File: config.mk
export PLATFORM = sky130hd
export DESIGN_NAME = cpu_core
export DESIGN_NICKNAME = d
export VERILOG_FILES = /design/src/rtl/cpu_pkg.sv /design/src/rtl/cpu_alu.sv /design/src/rtl/cpu_core.sv /design/src/rtl/cpu_ctrl.sv /design/src/rtl/cpu_pc.sv /design/src/rtl/cpu_ramctl.sv /design/src/rtl/cpu_regs.sv
export SDC_FILE = /design/constraint.sdc
export NUM_CORES = 1
export LEC_CHECK = 0
export BUFFER_PORTS_ARGS = -buffer_cell sky130_fd_sc_hd__buf_2
export CORE_UTILIZATION = 55
export DETAILED_ROUTE_END_ITERATION = 12
export PLACE_DENSITY = 0.83
export SYNTH_ARGS = -nofsm -noshare
export SYNTH_HDL_FRONTEND = slang
export SYNTH_SLANG_ARGS = --single-unit
File: constraint.sdc
create_clock -name clk -period 14.45 [get_ports clk]
set_input_delay 1.445 -clock clk [delete_from_list [all_inputs] [get_ports clk]]
set_output_delay 1.445 -clock clk [all_outputs]
set_load 0.01 [all_outputs]
File: src/rtl/cpu_pkg.sv
// Shared types and constants for the 16-bit core.
// Every RTL block pulls this in with a wildcard import in its header.
// Holds the instruction layout, the flag bits and the command encodings
// that pass between the sequencer and the datapath blocks.
`default_nettype none

package cpu_pkg;

    localparam int WORD_W = 16;
    localparam int ADDR_W = 24;
    localparam int NREGS  = 8;

    typedef logic [WORD_W-1:0]        word_t;
    typedef logic [ADDR_W-1:0]        addr_t;
    typedef logic [$clog2(NREGS)-1:0] reg_idx_t;

    // Code 0 and the unlisted codes run as a one-word no-op
    typedef enum logic [3:0] {
        OP_LDI  = 4'h1,
        OP_ADD  = 4'h2,
        OP_SUB  = 4'h3,
        OP_AND  = 4'h4,
        OP_OR   = 4'h5,
        OP_XOR  = 4'h6,
        OP_LD   = 4'h7,
        OP_ST   = 4'h8,
        OP_STB  = 4'h9,
        OP_JR   = 4'ha,
        OP_DJNZ = 4'hb,
        OP_HALT = 4'hf
    } opcode_e;

    // rs sits in imm[7:5]
    typedef struct packed {
        opcode_e    opcode;
        reg_idx_t   rd;
        logic       spare;
        logic [7:0] imm;
    } instr_t;

    typedef struct packed {
        logic z;
        logic c;
        logic n;
        logic v;
    } flags_t;

    typedef enum logic [2:0] {
        ALU_PASS_IMM,
        ALU_ADD,
        ALU_SUB,
        ALU_AND,
        ALU_OR,
        ALU_XOR,
        ALU_DEC
    } alu_op_e;

    typedef struct packed {
        logic     we;
        reg_idx_t dst;
        reg_idx_t src_a;
        reg_idx_t src_b;
    } reg_cmd_t;

    typedef enum logic [1:0] {
        MEM_FETCH,
        MEM_READ,
        MEM_WRITE,
        MEM_WRITE_B
    } mem_cmd_e;

    // Dump port byte map above the register bytes
    localparam logic [7:0] DUMP_PC    = 8'd16;
    localparam logic [7:0] DUMP_FLAGS = 8'd19;

    localparam addr_t RESET_PC = '0;

endpackage

`default_nettype wire

File: src/rtl/cpu_alu.sv
// Arithmetic and logic unit plus the flag register.
// The result is combinational; flags load on an enabled cycle with flag_we.
// ADD and SUB set all four flags, the logic ops clear c and v.
// DEC is only used by DJNZ and reports its zero result on djnz_zero.
`timescale 1ns/10ps
`default_nettype none

module cpu_alu import cpu_pkg::*; (
    input  logic    clk,
    input  logic    cen,
    input  logic    rst_n,

    input  word_t   op_a,
    input  word_t   op_b,
    input  word_t   imm,
    input  alu_op_e alu_op,
    input  logic    flag_we,

    output word_t   dout,
    output flags_t  flags,
    output logic    djnz_zero
);

logic [WORD_W:0] sum;
word_t           res;
word_t           dec_val;
logic            carry, ovf;

assign dec_val = op_a - 1'b1;

always_comb begin
    sum   = '0;
    res   = op_a;
    carry = 1'b0;
    ovf   = 1'b0;
    case (alu_op)
        ALU_PASS_IMM: res = imm;
        ALU_ADD: begin
            sum   = {1'b0, op_a} + {1'b0, op_b};
            res   = sum[WORD_W-1:0];
            carry = sum[WORD_W];
            ovf   = (op_a[WORD_W-1] == op_b[WORD_W-1]) && (res[WORD_W-1] != op_a[WORD_W-1]);
        end
        ALU_SUB: begin
            // Top bit of the extended difference is the borrow
            sum   = {1'b0, op_a} - {1'b0, op_b};
            res   = sum[WORD_W-1:0];
            carry = sum[WORD_W];
            ovf   = (op_a[WORD_W-1] != op_b[WORD_W-1]) && (res[WORD_W-1] != op_a[WORD_W-1]);
        end
        ALU_AND: res = op_a & op_b;
        ALU_OR:  res = op_a | op_b;
        ALU_XOR: res = op_a ^ op_b;
        ALU_DEC: res = dec_val;
        default: res = op_a;
    endcase
end

assign dout      = res;
assign djnz_zero = dec_val == '0;

always_ff @(posedge clk or negedge rst_n) begin
    if (!rst_n) begin
        flags <= '0;
    end else if (cen && flag_we) begin
        flags <= '{z: res == '0, c: carry, n: res[WORD_W-1], v: ovf};
    end
end

// DJNZ must leave the flags of the previous operation intact
a_dec_keeps_flags: assert property (@(posedge clk) disable iff (!rst_n)
    !(flag_we && alu_op == ALU_DEC));

endmodule

`default_nettype wire

File: src/rtl/cpu_core.sv
// Top level of the 16-bit core.
// Connects the sequencer, register bank, ALU, PC and RAM controller to one
// synchronous RAM port and to the byte-wide register dump port.
// halted goes high once a HALT instruction has executed.
`timescale 1ns/10ps
`default_nettype none

module cpu_core import cpu_pkg::*; (
    input  logic       clk,
    input  logic       cen,
    input  logic       rst_n,

    output addr_t      ram_addr,
    input  word_t      ram_dout,
    output word_t      ram_din,
    output logic [1:0] ram_we,

    // Register dump
    input  logic [7:0] dmp_addr,
    output logic [7:0] dmp_din,

    output logic       halted
);

reg_cmd_t reg_cmd;
alu_op_e  alu_op;
mem_cmd_e mem_cmd;
instr_t   instr;
flags_t   flags;
addr_t    pc;
word_t    alu_imm, alu_dout, rd_a, rd_b, load_data;
logic     sel_load, flag_we, djnz_zero;
logic     pc_step, pc_jump, mem_en;

cpu_ctrl u_ctrl (
    .clk, .cen, .rst_n,
    .instr, .flags, .djnz_zero,
    .reg_cmd, .sel_load,
    .alu_op, .alu_imm, .flag_we,
    .pc_step, .pc_jump,
    .mem_en, .mem_cmd,
    .halted
);

cpu_regs u_regs (
    .clk, .cen, .rst_n,
    .reg_cmd, .sel_load,
    .alu_dout, .load_data,
    .rd_a, .rd_b,
    .pc, .flags,
    .dmp_addr, .dmp_din
);

cpu_alu u_alu (
    .clk, .cen, .rst_n,
    .op_a   ( rd_a    ),
    .op_b   ( rd_b    ),
    .imm    ( alu_imm ),
    .alu_op, .flag_we,
    .dout   ( alu_dout ),
    .flags, .djnz_zero
);

cpu_pc u_pc (
    .clk, .cen, .rst_n,
    .pc_step, .pc_jump,
    .disp   ( instr.imm ),
    .pc
);

// rd_b carries the pointer register, rd_a the store data
cpu_ramctl u_ramctl (
    .clk, .cen, .rst_n,
    .mem_en, .mem_cmd, .pc,
    .ptr    ( rd_b ),
    .wdata  ( rd_a ),
    .ram_addr, .ram_dout, .ram_din, .ram_we,
    .instr, .load_data
);

endmodule

`default_nettype wire

File: src/rtl/cpu_ctrl.sv
// Instruction sequencer.
// Walks FETCH, DECODE, EXEC and, for loads, MEM. The fetched word is decoded
// in DECODE and the decoded fields are held for EXEC and MEM, where they are
// turned into register, ALU, PC and memory strobes. Nothing moves with cen low.
`timescale 1ns/10ps
`default_nettype none

module cpu_ctrl import cpu_pkg::*; (
    input  logic     clk,
    input  logic     cen,
    input  logic     rst_n,

    input  instr_t   instr,
    input  flags_t   flags,
    input  logic     djnz_zero,

    output reg_cmd_t reg_cmd,
    output logic     sel_load,
    output alu_op_e  alu_op,
    output word_t    alu_imm,
    output logic     flag_we,
    output logic     pc_step,
    output logic     pc_jump,
    output logic     mem_en,
    output mem_cmd_e mem_cmd,
    output logic     halted
);

typedef enum logic [1:0] {S_FETCH, S_DECODE, S_EXEC, S_MEM} state_e;

state_e   state;
opcode_e  op_q;
reg_cmd_t reg_q, nx_reg;
alu_op_e  nx_alu;
logic     flag_q, nx_flag;
logic     exec, data_op, br_take;

// Decode of the word that arrives during DECODE
always_comb begin
    nx_reg = '{we: 1'b0, dst: instr.rd, src_a: instr.rd, src_b: instr.imm[7:5]};
    nx_reg.we = instr.opcode inside {OP_LDI, OP_ADD, OP_SUB, OP_AND, OP_OR, OP_XOR,
                                     OP_LD, OP_DJNZ};
    nx_flag = instr.opcode inside {OP_ADD, OP_SUB, OP_AND, OP_OR, OP_XOR};
    case (instr.opcode)
        OP_ADD:  nx_alu = ALU_ADD;
        OP_SUB:  nx_alu = ALU_SUB;
        OP_AND:  nx_alu = ALU_AND;
        OP_OR:   nx_alu = ALU_OR;
        OP_XOR:  nx_alu = ALU_XOR;
        OP_DJNZ: nx_alu = ALU_DEC;
        default: nx_alu = ALU_PASS_IMM;
    endcase
end

always_ff @(posedge clk or negedge rst_n) begin
    if (!rst_n) begin
        state   <= S_FETCH;
        op_q    <= opcode_e'(4'h0);
        reg_q   <= '0;
        alu_op  <= ALU_PASS_IMM;
        alu_imm <= '0;
        flag_q  <= 1'b0;
        halted  <= 1'b0;
    end else if (cen) begin
        case (state)
            S_FETCH: begin
                // A halted core parks here
                if (!halted) state <= S_DECODE;
            end
            S_DECODE: begin
                state   <= S_EXEC;
                op_q    <= instr.opcode;
                reg_q   <= nx_reg;
                alu_op  <= nx_alu;
                alu_imm <= word_t'(instr.imm);
                flag_q  <= nx_flag;
            end
            S_EXEC: begin
                state <= (op_q == OP_LD) ? S_MEM : S_FETCH;
                if (op_q == OP_HALT) halted <= 1'b1;
            end
            default: state <= S_FETCH;
        endcase
    end
end

assign exec    = state == S_EXEC;
assign data_op = op_q inside {OP_LD, OP_ST, OP_STB};
// DJNZ looks at the value being written back this same cycle
assign br_take = (op_q == OP_JR && flags.z) || (op_q == OP_DJNZ && !djnz_zero);

always_comb begin
    reg_cmd    = reg_q;
    // Loads write in MEM, everything else in EXEC
    reg_cmd.we = reg_q.we && (state == S_MEM || (exec && op_q != OP_LD));
end

assign sel_load = state == S_MEM;
assign flag_we  = exec && flag_q;
assign pc_step  = state == S_FETCH && !halted;
assign pc_jump  = exec && br_take;
assign mem_en   = pc_step || (exec && data_op);

always_comb begin
    case (op_q)
        OP_LD:   mem_cmd = MEM_READ;
        OP_ST:   mem_cmd = MEM_WRITE;
        default: mem_cmd = MEM_WRITE_B;
    endcase
    if (state == S_FETCH) mem_cmd = MEM_FETCH;
end

// A data access is always followed by a fetch or by the load write-back
a_no_back_to_back_data: assert property (@(posedge clk) disable iff (!rst_n)
    (cen && mem_en && mem_cmd != MEM_FETCH) |=> !(mem_en && mem_cmd != MEM_FETCH));

a_halt_sticky: assert property (@(posedge clk) disable iff (!rst_n) !$fell(halted));

endmodule

`default_nettype wire

File: src/rtl/cpu_pc.sv
// Program counter, in words.
// Steps by one in the fetch cycle, so during EXEC it already points past
// the current instruction and a jump adds the signed displacement to that.
`timescale 1ns/10ps
`default_nettype none

module cpu_pc import cpu_pkg::*; (
    input  logic       clk,
    input  logic       cen,
    input  logic       rst_n,

    input  logic       pc_step,
    input  logic       pc_jump,
    input  logic [7:0] disp,

    output addr_t      pc
);

always_ff @(posedge clk or negedge rst_n) begin
    if (!rst_n) begin
        pc <= RESET_PC;
    end else if (cen) begin
        if (pc_step)
            pc <= pc + 1'b1;
        else if (pc_jump)
            pc <= pc + {{(ADDR_W-8){disp[7]}}, disp};
    end
end

a_step_or_jump: assert property (@(posedge clk) disable iff (!rst_n)
    !(pc_step && pc_jump));

endmodule

`default_nettype wire

File: src/rtl/cpu_ramctl.sv
// RAM controller for the shared instruction and data port.
// Fetches use the PC, data accesses the zero-extended register pointer.
// The RAM answers one enabled cycle later: the word is passed straight
// through in that cycle and held afterwards. STB replicates the byte and
// picks the lane from address bit 0.
`timescale 1ns/10ps
`default_nettype none

module cpu_ramctl import cpu_pkg::*; (
    input  logic       clk,
    input  logic       cen,
    input  logic       rst_n,

    input  logic       mem_en,
    input  mem_cmd_e   mem_cmd,
    input  addr_t      pc,
    input  word_t      ptr,
    input  word_t      wdata,

    output addr_t      ram_addr,
    input  word_t      ram_dout,
    output word_t      ram_din,
    output logic [1:0] ram_we,

    output instr_t     instr,
    output word_t      load_data
);

logic   fetch_d, read_d;
instr_t instr_q;
word_t  load_q;

always_comb begin
    ram_addr = (mem_cmd == MEM_FETCH) ? pc : addr_t'(ptr);
    ram_din  = (mem_cmd == MEM_WRITE_B) ? {2{wdata[7:0]}} : wdata;
    ram_we   = 2'b00;
    if (mem_en) begin
        case (mem_cmd)
            MEM_WRITE:   ram_we = 2'b11;
            MEM_WRITE_B: ram_we = ptr[0] ? 2'b10 : 2'b01;
            default:     ram_we = 2'b00;
        endcase
    end
end

// Which kind of answer is on ram_dout this cycle
always_ff @(posedge clk or negedge rst_n) begin
    if (!rst_n) begin
        fetch_d <= 1'b0;
        read_d  <= 1'b0;
    end else if (cen) begin
        fetch_d <= mem_en && mem_cmd == MEM_FETCH;
        read_d  <= mem_en && mem_cmd == MEM_READ;
    end
end

always_ff @(posedge clk) begin
    if (cen && fetch_d) instr_q <= instr_t'(ram_dout);
    if (cen && read_d)  load_q  <= ram_dout;
end

assign instr     = fetch_d ? instr_t'(ram_dout) : instr_q;
assign load_data = read_d ? ram_dout : load_q;

endmodule

`default_nettype wire

File: src/rtl/cpu_regs.sv
// Register bank with eight 16-bit registers.
// Two combinational read ports feed the ALU and the RAM controller. The
// single write port takes the ALU result or, for loads, the RAM data.
// The byte-wide dump port shows the registers, the PC and the flags.
`timescale 1ns/10ps
`default_nettype none

module cpu_regs import cpu_pkg::*; (
    input  logic       clk,
    input  logic       cen,
    input  logic       rst_n,

    input  reg_cmd_t   reg_cmd,
    input  logic       sel_load,
    input  word_t      alu_dout,
    input  word_t      load_data,
    output word_t      rd_a,
    output word_t      rd_b,

    input  addr_t      pc,
    input  flags_t     flags,
    input  logic [7:0] dmp_addr,
    output logic [7:0] dmp_din
);

word_t regs [NREGS];
word_t dmp_word;

always_ff @(posedge clk or negedge rst_n) begin
    if (!rst_n) begin
        regs <= '{default: '0};
    end else if (cen && reg_cmd.we) begin
        regs[reg_cmd.dst] <= sel_load ? load_data : alu_dout;
    end
end

assign rd_a = regs[reg_cmd.src_a];
assign rd_b = regs[reg_cmd.src_b];

// Two bytes per register, low byte first
assign dmp_word = regs[dmp_addr[3:1]];

always_comb begin
    case (dmp_addr)
        DUMP_PC:        dmp_din = pc[7:0];
        DUMP_PC + 8'd1: dmp_din = pc[15:8];
        DUMP_PC + 8'd2: dmp_din = pc[23:16];
        DUMP_FLAGS:     dmp_din = {4'h0, flags};
        default: begin
            if (dmp_addr < DUMP_PC)
                dmp_din = dmp_addr[0] ? dmp_word[15:8] : dmp_word[7:0];
            else
                dmp_din = 8'h00;
        end
    endcase
end

endmodule

`default_nettype wire

==> flow_summary.toml <==
[status]
outcome = "complete, no violations"

[yosys]
syn_area_um2 = 16700
synth_area_leader_cell = "dfrtp_1"
yosysWarnings = 0
ys_ff_latch = 212
syn_nets = 1899
synth_top_area_share_pct = 27.1
synthArstFlopShare_pct = 85.4
avgSynthCellArea_um2 = 9.33
synth_flop_cell = "dfrtp_1"
synth_edf_count = 31
yosys-top-cells-area = "dfrtp_1 27%, mux4_2 11%, nand2_1 8.2%"
synth_commonest_cells = "363 x nand2_1, 181 x dfrtp_1, 128 x o21ai_0, 119 x nor2_1, 87 x a21oi_1"
ys_types = 97
synth_most_common_cell = "nand2_1"
yosysSeqAreaShare_pct = 32.7
synthCells = 1792

[grt]
grt_usage_pct = 37.0
first_global_vias = 14838
antenna_found_initial = 0
grt_pass1_wl_um = 86700
overflow = 0
grt_max_degree = 67
use_met3_pct = 8.10
busiest_layer = "met2"
grtUsageMet1_pct = 48.4
grtUsageMet2_pct = 54.9

[final_layout]
nets = 1924
n_antenna_cell = 0
area_growth_pct = 8.63
nFillCells = 2440
fin_cells = 2226
drive_above_1_share_pct = 17.1

[sta]
worstMarginPinSlew_ns = 1.20
slew_headroom_pct = 19.8
hold_viol = 0
clock.fmax_mhz = 170
fin_crit_ns = 5.88
min_period_over_period_pct = 40.7
setup_viol = 0
tns_ns = 0
slew_violations = 0
rsz0062_at_grt = "no"
clock_skew_ns = 0.0147

[worst_hold_path]
min_delay_path_depth = 2
min_path_type = "flip-flop to flip-flop"

[floorplan]
io_pins = 78
floorplan.initialDensity_pct = 56.1
die_h_um = 176
die_x_um = 176
die-area_um2 = 31100
core_area_um2 = 29800
num_rows = 63

[cts]
cts.repair.resized = 0
cts_sinks = 212
cts_buffers = 25
insertion_delay_ns = 0.56
clkTransAtPathRegs_ns = 0.07
cts_setup_buffers = 0
cts_tree = "done"
htree_levels = 1
clockRootBuffer = "clkbuf_16"
clock_path_buffers = 3
postCtsHoldBufs = 0

[route]
via_per_inst = 6.91
route.vias.total = 15383
first_pass_iters = 6
detail_route.wirelength_um = 57000
drt.antenna.violating_nets = 0
dr.first_iter.drc_count = 2264
wl_per_cell_um = 25.6
drc_errors = 0

[worst_setup_path]
end_kind = "flip-flop"
cp.arrival_ns = 6.32
cp.required_ns = 14.89
reg2reg_depth = 14
crit_type = "flip-flop to flip-flop"
critical_path_buf_inv_count = 1
cpPeakStageDelay_ns = 0.85
worst-path-stages = 14
crit_chain = "buf_4 -> mux4_2 -> mux2i_1 -> ha_1 -> a211oi_1 -> o31a_1 -> a2111oi_0 -> o41a_1 -> a2111oi_0 -> a211oi_1 -> a21oi_1 -> o21ai_0 -> a21oi_2 -> mux2_2"
crit_family = "compound AO/OA/AOI/OAI gates"
crit_slowest_cell = "mux2i_1"
cp_max_fo = 33
startpoint_type = "flip-flop"

[placed_design]
portBuffers = 77
hpwl_um = 40200
dp.cells = 2180
place.gp.congestion = 0.994

[run]
drv_cap = 0
## cell families after synthesis
group | after synthesis | synth area share [%]
buf+inv | 182 | 4.57
simple gates | 671 | 18.0
fa+ha+maj | 80 | 6.12
compound gates | 398 | 15.3
flops | 212 | 32.7
xor+xnor | 29 | 1.52
mux | 220 | 21.8
## worst register-to-register path: cells and delay by family, from the launching register on
kind | cells | cell delay, ns
buf+inv | 1 | 0.56
fa+ha+maj | 1 | 0.32
flops | 1 | 0.36
mux | 3 | 1.81
compound gates | 9 | 2.71
## state kept, by name, indices dropped and copies added, names as in the netlist, 2 cells and up
name	flops
u_regs.regs	128
u_pc.pc	24
u_ramctl.load_q	16
u_ramctl.instr_q	15
u_ctrl.reg_cmd	6
u_ctrl.alu_imm	5
u_alu.flags	4
u_ctrl.op_q	4
u_ctrl.alu_op	3
u_ctrl.state	2
## path summary, 6_finish.rpt
| path | slack [ns] | to | startpoint |
|---|---|---|---|
| worst max-delay path | 8.57 | u_regs.regs[93] | u_ctrl.reg_cmd[0] |
| worst min-delay path | 0.48 | u_alu.flags[0] | u_alu.flags[0] |
| worst max register to register | 8.57 | u_regs.regs[93] | u_ctrl.reg_cmd[0] |
| worst min register to register | 0.48 | u_alu.flags[0] | u_alu.flags[0] |
| max in group asynchronous | 11.51 | u_ctrl.reg_cmd[0] | rst_n |
| min in group asynchronous | 0.83 | u_regs.regs[75] | rst_n |
## through the flow
stage / instance area, um2 / util (%) / hold WS, ns / setup slack [ns]
detailed placement: 17300 / 58.2 / 0.478 / 8.68
finish: 18200 / 60.9 / 0.480 / 8.57
global placement: 17300 / 58.2 / 0.467 / 8.72
global route: 18200 / 60.9 / 0.512 / 8.29
CTS: 18200 / 60.9 / 0.487 / 8.69
floorplan: 16700 / - / 0.445 / 9.66
## cell usage in the layout, fill, tap and decap left out, types with 6 or more instances in the layout
cell / n
clkbuf_1: 6
mux4_2: 82
nor3b_1: 9
o22ai_1: 14
a211oi_1: 17
nor2_1: 119
mux2_2: 41
clkbuf_8: 6
xor2_1: 13
nand2_1: 363
a21o_1: 14
dfrtp_1: 178
nor4_1: 8
and2_1: 19
nand2b_1: 13
o211ai_1: 10
a31o_2: 6
nor2b_1: 20
xnor2_1: 16
edfxtp_1: 31
o21ai_0: 128
clkbuf_16: 25
ha_1: 77
nor3_1: 32
o21a_1: 10
buf_4: 29
inv_1: 72
mux4_1: 18
buf_2: 76
o221ai_1: 8
or3_1: 9
nand3_1: 27
a21oi_1: 87
o31ai_1: 7
nand4_1: 7
mux2i_1: 69
a31oi_1: 15
## cell type report
type | instances | area (um2) | area share [%]
clock buffers | 37 | 731 | 4.03
clock inverters | 9 | 91.3 | 0.503
inverters | 74 | 278 | 1.53
multi-input cells | 1398 | 10500 | 57.8
flip-flops and latches | 212 | 5460 | 30.1
well taps | 390 | 488 | 2.69
repair buffers | 106 | 609 | 3.36
## per-layer routing
layer | part of all wire, % | vias to the layer above | routed length (um)
met2 | 43 | 1149 | 24400
met1 | 37 | 7363 | 21400
li1 | - | 6605 | -
met3 | 12 | 266 | 6600
met4 | 8.2 | 0 | 4660
met5 | 0 | - | 0
Power is left out: the tool's default activity adds up to more than one toggle a clock period on the data nets, which glitch-free logic cannot reach.
